## config.mk

```make
export PLATFORM = sky130hd
export DESIGN_NAME = io_subsystem
export DESIGN_NICKNAME = d
export VERILOG_FILES = /design/src/rtl/io_pkg.sv /design/src/rtl/io_periph_if.sv /design/src/rtl/fan_pwm.sv /design/src/rtl/io_bus_ctrl.sv /design/src/rtl/io_subsystem.sv /design/src/rtl/io_timer.sv /design/src/rtl/seg_display.sv
export SDC_FILE = /design/constraint.sdc
export NUM_CORES = 1
export LEC_CHECK = 0
export ABC_AREA = 1
export CAP_MARGIN = 20
export CORE_ASPECT_RATIO = 0.8
export CORE_MARGIN = 2
export CORE_UTILIZATION = 60
export DETAILED_ROUTE_END_ITERATION = 10
export DONT_BUFFER_PORTS = 1
export GPL_TIMING_DRIVEN = 0
export MAX_ROUTING_LAYER = met4
export PLACE_DENSITY = 0.76
export RECOVER_POWER = 100
export SLEW_MARGIN = 20
export SYNTH_ARGS = -nofsm -noshare
export SYNTH_HDL_FRONTEND = slang
export SYNTH_SLANG_ARGS = --single-unit
```

## constraint.sdc

```tcl
create_clock -name clk_i -period 7 [get_ports clk_i]
set_input_delay 0.35 -clock clk_i [delete_from_list [all_inputs] [get_ports clk_i]]
set_output_delay 0.35 -clock clk_i [all_outputs]
set_load 0.02 [all_outputs]
```

## src/rtl/io_pkg.sv

```systemverilog
package io_pkg;

  typedef logic [31:0] data_t;
  typedef logic [16:0] adr_t;
  typedef logic [3:0]  region_t;  // adr bits 15:12
  typedef logic [1:0]  reg_idx_t; // adr bits 3:2
  typedef logic [6:0]  seg_t;     // active low, a..g

  typedef enum logic [1:0] {
    CTRL_IDLE = 2'd0,
    CTRL_BUSY = 2'd1,
    CTRL_DONE = 2'd2
  } ctrl_state_t;

  localparam region_t REGION_LOCAL = 4'h0; // seg word + fan speed
  localparam region_t REGION_SWLED = 4'h1;
  localparam region_t REGION_TIMER = 4'h8;

  localparam data_t FAN_RESET_SPEED = 32'h00008000;

endpackage

```

## src/rtl/io_periph_if.sv

```systemverilog
`timescale 1ns/100ps

interface io_periph_if;
  import io_pkg::*;

  logic     cyc;
  logic     stb;
  logic     we;
  reg_idx_t idx;
  data_t    wdata;
  data_t    rdata;
  logic     ack;

  modport master (
    output cyc, stb, we, idx, wdata,
    input  rdata, ack
  );

  modport slave (
    input  cyc, stb, we, idx, wdata,
    output rdata, ack
  );

endinterface

```

## src/rtl/fan_pwm.sv

```systemverilog
`timescale 1ns/100ps

module fan_pwm #(
  parameter int unsigned PWM_BITS = 16
) (
  input  logic          clk_i,
  input  logic          rst_i,
  input  io_pkg::data_t speed_i,
  output logic          fan_o
);

  logic [PWM_BITS-1:0] cnt;

  always_ff @(posedge clk_i or posedge rst_i) begin
    if (rst_i) begin
      cnt   <= '0;
      fan_o <= 1'b0;
    end else begin
      cnt   <= cnt + 1'b1; // free running, wraps
      fan_o <= (cnt < speed_i[PWM_BITS-1:0]);
    end
  end

endmodule

```

## src/rtl/io_bus_ctrl.sv

```systemverilog
`timescale 1ns/100ps

module io_bus_ctrl (
  input  logic          clk_i,
  input  logic          rst_i,
  input  logic          cyc_i,
  input  logic          stb_i,
  input  logic          we_i,
  input  io_pkg::adr_t  adr_i,
  input  io_pkg::data_t dat_i,
  output io_pkg::data_t dat_o,
  output logic          ack_o,
  input  logic [15:0]   sw_i,
  output logic [8:0]    led_o,
  output io_pkg::data_t segments_o,
  output io_pkg::data_t fan_speed_o,
  io_periph_if.master   timer_bus
);
  import io_pkg::*;

  ctrl_state_t state, state_next;
  region_t     region;
  data_t       result, result_next;
  data_t       seg_q, seg_next;
  data_t       fan_q, fan_next;
  logic [8:0]  led_q, led_next;

  assign region      = adr_i[15:12];
  assign ack_o       = (state == CTRL_DONE);
  assign dat_o       = result;
  assign led_o       = led_q;
  assign segments_o  = seg_q;
  assign fan_speed_o = fan_q;

  // timer sees the request only while busy
  assign timer_bus.cyc   = (state == CTRL_BUSY);
  assign timer_bus.stb   = (region == REGION_TIMER);
  assign timer_bus.we    = we_i;
  assign timer_bus.idx   = adr_i[3:2];
  assign timer_bus.wdata = dat_i;

  always_comb begin
    state_next  = state;
    result_next = result;
    seg_next    = seg_q;
    fan_next    = fan_q;
    led_next    = led_q;
    case (state)
      CTRL_IDLE: begin
        if (cyc_i && stb_i)
          state_next = CTRL_BUSY;
      end
      CTRL_BUSY: begin
        case (region)
          REGION_LOCAL: begin
            if (we_i) begin
              if (adr_i[2])
                fan_next = dat_i;
              else
                seg_next = dat_i;
            end else begin
              result_next = adr_i[2] ? fan_q : seg_q;
            end
            state_next = CTRL_DONE;
          end
          REGION_SWLED: begin
            if (we_i)
              led_next = dat_i[8:0];
            else
              result_next = {16'h0000, sw_i}; // zero-extended
            state_next = CTRL_DONE;
          end
          REGION_TIMER: begin
            if (timer_bus.ack) begin // wait for the timer
              if (!we_i)
                result_next = timer_bus.rdata;
              state_next = CTRL_DONE;
            end
          end
          default: begin // unmapped, finish at once
            if (!we_i)
              result_next = '0;
            state_next = CTRL_DONE;
          end
        endcase
      end
      CTRL_DONE: state_next = CTRL_IDLE;
      default:   state_next = CTRL_IDLE;
    endcase
  end

  always_ff @(posedge clk_i or posedge rst_i) begin
    if (rst_i) begin
      state  <= CTRL_IDLE;
      result <= '0;
      seg_q  <= '0;
      fan_q  <= FAN_RESET_SPEED;
      led_q  <= '0;
    end else begin
      state  <= state_next;
      result <= result_next;
      seg_q  <= seg_next;
      fan_q  <= fan_next;
      led_q  <= led_next;
    end
  end

endmodule

```

## src/rtl/io_subsystem.sv

```systemverilog
`timescale 1ns/100ps

module io_subsystem #(
  parameter int unsigned PWM_BITS = 16
) (
  input  logic          clk_i,
  input  logic          rst_i,
  input  logic          cyc_i,
  input  logic          stb_i,
  input  logic          we_i,
  input  io_pkg::adr_t  adr_i,
  input  io_pkg::data_t dat_i,
  output io_pkg::data_t dat_o,
  output logic          ack_o,
  input  logic [15:0]   sw_i,
  output logic [8:0]    led_o,
  output logic [55:0]   hex_o,
  output logic          fan_o,
  output logic          irq_o
);
  import io_pkg::*;

  data_t segments;
  data_t fan_speed;

  io_periph_if timer_bus ();

  io_bus_ctrl ctrl_i (
    .clk_i       (clk_i),
    .rst_i       (rst_i),
    .cyc_i       (cyc_i),
    .stb_i       (stb_i),
    .we_i        (we_i),
    .adr_i       (adr_i),
    .dat_i       (dat_i),
    .dat_o       (dat_o),
    .ack_o       (ack_o),
    .sw_i        (sw_i),
    .led_o       (led_o),
    .segments_o  (segments),
    .fan_speed_o (fan_speed),
    .timer_bus   (timer_bus.master)
  );

  io_timer timer_i (
    .clk_i (clk_i),
    .rst_i (rst_i),
    .bus   (timer_bus.slave),
    .irq_o (irq_o)
  );

  fan_pwm #(
    .PWM_BITS (PWM_BITS)
  ) fan_i (
    .clk_i   (clk_i),
    .rst_i   (rst_i),
    .speed_i (fan_speed),
    .fan_o   (fan_o)
  );

  seg_display seg_i (
    .digits_i (segments),
    .hex_o    (hex_o)
  );

endmodule

```

## src/rtl/io_timer.sv

```systemverilog
`timescale 1ns/100ps

module io_timer (
  input  logic       clk_i,
  input  logic       rst_i,
  io_periph_if.slave bus,
  output logic       irq_o
);
  import io_pkg::*;

  localparam reg_idx_t IDX_RELOAD = 2'd0;
  localparam reg_idx_t IDX_CTRL   = 2'd1;
  localparam reg_idx_t IDX_STATUS = 2'd2;
  localparam reg_idx_t IDX_COUNT  = 2'd3;

  data_t reload;
  data_t count;
  logic  en;
  logic  ie;
  logic  pending;
  logic  access;
  logic  wr;

  assign access = bus.cyc && bus.stb && !bus.ack; // one ack per request
  assign wr     = access && bus.we;
  assign irq_o  = pending && ie;

  // ack high for one cycle, one cycle after the request
  always_ff @(posedge clk_i or posedge rst_i) begin
    if (rst_i)
      bus.ack <= 1'b0;
    else
      bus.ack <= access;
  end

  always_ff @(posedge clk_i) begin
    if (access && !bus.we) begin
      case (bus.idx)
        IDX_RELOAD: bus.rdata <= reload;
        IDX_CTRL:   bus.rdata <= {30'd0, ie, en};
        IDX_STATUS: bus.rdata <= {31'd0, pending};
        IDX_COUNT:  bus.rdata <= count;
      endcase
    end
  end

  always_ff @(posedge clk_i or posedge rst_i) begin
    if (rst_i) begin
      reload  <= '0;
      count   <= '0;
      en      <= 1'b0;
      ie      <= 1'b0;
      pending <= 1'b0;
    end else begin
      if (wr && bus.idx == IDX_CTRL) begin
        en <= bus.wdata[0];
        ie <= bus.wdata[1];
      end
      if (wr && bus.idx == IDX_STATUS && bus.wdata[0])
        pending <= 1'b0; // write 1 to clear
      if (wr && bus.idx == IDX_RELOAD) begin
        reload <= bus.wdata;
        count  <= bus.wdata;
      end else if (en) begin
        if (count == '0) begin
          count   <= reload;
          pending <= 1'b1; // a new expiry wins over the clear
        end else begin
          count <= count - 1'b1;
        end
      end
    end
  end

endmodule

```

## src/rtl/seg_display.sv

```systemverilog
`timescale 1ns/100ps

module seg_display (
  input  io_pkg::data_t digits_i,
  output logic [55:0]   hex_o
);
  import io_pkg::*;

  // hex glyphs, segment a in bit 0, low = lit
  localparam seg_t GLYPHS [16] = '{
    7'h40, // 0
    7'h79, // 1
    7'h24, // 2
    7'h30, // 3
    7'h19, // 4
    7'h12, // 5
    7'h02, // 6
    7'h78, // 7
    7'h00, // 8
    7'h10, // 9
    7'h08, // A
    7'h03, // b
    7'h46, // C
    7'h21, // d
    7'h06, // E
    7'h0e  // F
  };

  for (genvar d = 0; d < 8; d++) begin : g_digit
    assign hex_o[d*7 +: 7] = GLYPHS[digits_i[d*4 +: 4]];
  end

endmodule

```

==> flow_summary_export.csv <==
group,metric,value,unit
yosys,synth-seq-area-share,0.440,
sta,rsz0062_at_grt,"false",
drt,wirelength,40.0,mm
run_status,failed_checks,"capacitance limit, slew limit",
grt,grt_pass1_wl,60.7,mm
floorplanning,start_util,0.610,
yosys,synthArstFlopShare,0.857,
place,io_buffers,0,
cts,clk_pin_slew,0.06,ns
min_path,hold_path_startpoint,"dat_i[23]",
worst_setup_path,reg2regPathDepth,10,
yosys,synthesis.area,13100,µm²
place,place.gp.congestion,1.00,
drt,drc,0,
grt,track_usage,0.353,
worst_setup_path,cp-end-kind,"flip-flop",
run_status,status,"finished, violations left",
grt,globalRouteOverflowTotal,0,
sta,slew_headroom,-0.0333,
place,placed_area,13600,µm²
drt,drt-wirelength-per-cell,19.8,µm
floorplanning,rows,48,
grt,first_global_vias,10800,
yosys,yosysTopAreaCellShare,0.365,
sta,min_period_over_period,0.454,
yosys,synth.most_common_cell,"nand2_1",
sta,skew,0.0109,ns
cts,numClockSinks,224,
yosys,synthDistinctLibCells,46,
yosys,yosys_warnings,0,
worst_setup_path,startpoint_type,"flip-flop",
cells_and_area,fin_nets,1865,
cts,clk_latency,0.51,ns
yosys,synthCells,1680,
sta,hold_violations,0,
worst_setup_path,crit_required,7.39,ns
yosys,synth_common_cells,"nand2_1 (455), inv_1 (207), dfrtp_1 (191)",
worst_setup_path,timing.rr.start,"ctrl_i.state[1]",
floorplanning,die_w,169,µm
place,dpl.hpwl,30.0,mm
drt,antenna_left,0,
pwr,p_leak,7.02,nW
grt,grt_antenna_before_repair,3,
cts,cts_buffers,23,
worst_setup_path,worstSetupPathType,"reg -> reg",
floorplanning,io_pins,170,
floorplanning,die_h,136,µm
drt,drt-vias-per-instance,5.89,
drt,drtPass1Iterations,6,
drt,drtIter0Drc,1300,
cts,h-tree-depth,1,
min_path,min_to,"ctrl_i.segments_o[23]",
cells_and_area,fin_area,14500,µm²
sta,finalMaxSlewViolations,32,
run,maxCapViolations,1,
yosys,yosys_register_bits,224,
sta,worst_pin_slew,1.54,ns
drt,num_vias,11900,
yosys,synthesis.nets,1816,
yosys,synth_edf_count,32,
worst_setup_path,worstReg2RegEnd,"timer_i.count[22]",
cts,root_buffer,"clkbuf_16",
yosys,avgSynthCellArea,7.80,µm²
yosys,synth_ff_type,"dfrtp_1",
cts,cts_tree,"built",
yosys,synthTopCellsByArea,"dfrtp_1 (36%), nand2_1 (13%), edfxtp_1 (7.3%)",
cells_and_area,syn_to_final_growth,10.5,%
floorplanning,die_area,23100,µm²
floorplanning,core-area,21500,µm²
min_path,hold_class,"in -> reg",
worst_setup_path,cp_data_arrival_time,3.57,ns
sta,clock.fmax,0.314,GHz
yosys,post-synth-top-area-cell,"dfrtp_1",
grt,grt_max_degree,92,
pwr,ir_drop,0.000216,V
cts,ctsResizeCount,0,
cells_and_area,drive_gt1_frac,0.0481,
cts,clockBufferDepth,3,
worst_setup_path,critPathMaxFanout,10,
sta,setup_viol,0,
sta,fin_hold_ws,0.0208,ns
worst_setup_path,regToRegSetupSlack,3.82,ns
sta,fin_crit,3.18,ns
min_path,whs_path_depth,2,
pwr,power.density,284,nW/µm²
==> critical path, cell delays in order, from the launching register on <==
cell,delay (ns)
dfrtp_1,0.40
nor2_1,0.30
nand2_2,0.13
nor2_1,0.79
nand2_4,0.10
clkbuf_1,0.34
nand2_4,0.14
clkbuf_1,0.57
a21oi_1,0.10
nand2_1,0.10
nand3_1,0.08
==> timing repair <==
item,4_1_cts,5_1_grt
hold endpoints to repair,59,0
hold buffers,21,0
setup buffers,0,0
==> worst max path at each step <==
stage                     slack [ns]  cells after the start              endpoint                   from
after floorplan                 1.42                      1       ctrl_i.dat_o[0]                  rst_i
after global placement         -0.73                      1          fan_i.cnt[3]                  rst_i
after detailed placement        4.68                      5  timer_i.bus.rdata[7]               adr_i[2]
after CTS                       4.24                      3             hex_o[31]  ctrl_i.segments_o[16]
after global routing            3.70                     10     timer_i.count[22]        ctrl_i.state[1]
final                           3.82                     10     timer_i.count[22]        ctrl_i.state[1]
==> final cells by class <==
| class | count | area (µm²) |
|---|---|---|
| inverter | 215 | 808 |
| clock inverter | 11 | 203 |
| sequential | 224 | 5770 |
| antenna | 3 | 7.51 |
| timing repair buffer | 24 | 269 |
| multi-input combinational | 1168 | 6130 |
| buffer | 73 | 322 |
| clock buffer | 30 | 632 |
| tap | 275 | 344 |
| fill | 1854 | 7020 |
==> layer usage <==
metal,wire length (µm),track usage,vias to the layer above
li1,-,-,5609
met1,17700,0.510,5600
met2,16900,0.495,610
met3,4010,0.0780,95
met4,1400,0.112,0
met5,0,-,-
==> kinds of logic after synthesis <==
kind of cell	Yosys count	share of synthesized area
compound gates	396	0.177
xor+xnor	19	0.0127
fa+ha+maj	66	0.0630
buf+inv	288	0.0901
flops	224	0.440
simple gates	687	0.217
==> metrics by stage <==
| step | power [mW] | TNS, ns | util | worst slack, ns | instances |
|---|---|---|---|---|---|
| 2_1_floorplan | 2.44 | 0 | - | 1.42 | 1680 |
| 3_3_place_gp | 2.70 | -136.35 | 0.626 | -0.731 | 1955 |
| 3_5_place_dp | 2.72 | 0 | 0.630 | 4.68 | 1958 |
| 4_1_cts | 4.09 | 0 | 0.679 | 4.24 | 2020 |
| 5_1_grt | 4.31 | 0 | 0.674 | 3.70 | 2023 |
| 6_report | 4.11 | 0 | 0.674 | 3.82 | 2023 |
==> where the power goes <==
group          internal, mW  total [mW]  switching (mW)
Combinational         0.340        1.11           0.774
Clock                 0.854        1.37           0.517
Sequential             1.46        1.62           0.166
==> placed cells by master (no fill, tap or decap), drive strengths merged, types with 21 or more instances in the layout <==
master and instances:
edfxtp 32, a21o 29, inv 213, a21oi 83
nor2 116, dfrtp 191, nand3 92, nand2 460
dlygate4sd3 21, ha 66, clkbuf 91, o211ai 25
o21ai 180, o22ai 38
==> state kept, by name (all words and copies together) (netlist names) <==
signal and cells:
timer_i.en 1, fan_i.cnt 16, ctrl_i.dat_o 32, timer_i.ie 1
timer_i.reload 32, ctrl_i.segments_o 32, fan_i.fan_o 1, timer_i.pending 1
timer_i.bus.ack 1, ctrl_i.state 2, timer_i.bus.rdata 32, ctrl_i.fan_speed_o 32
timer_i.count 32, ctrl_i.led_o 9
Power figures use the tool's default switching activity.
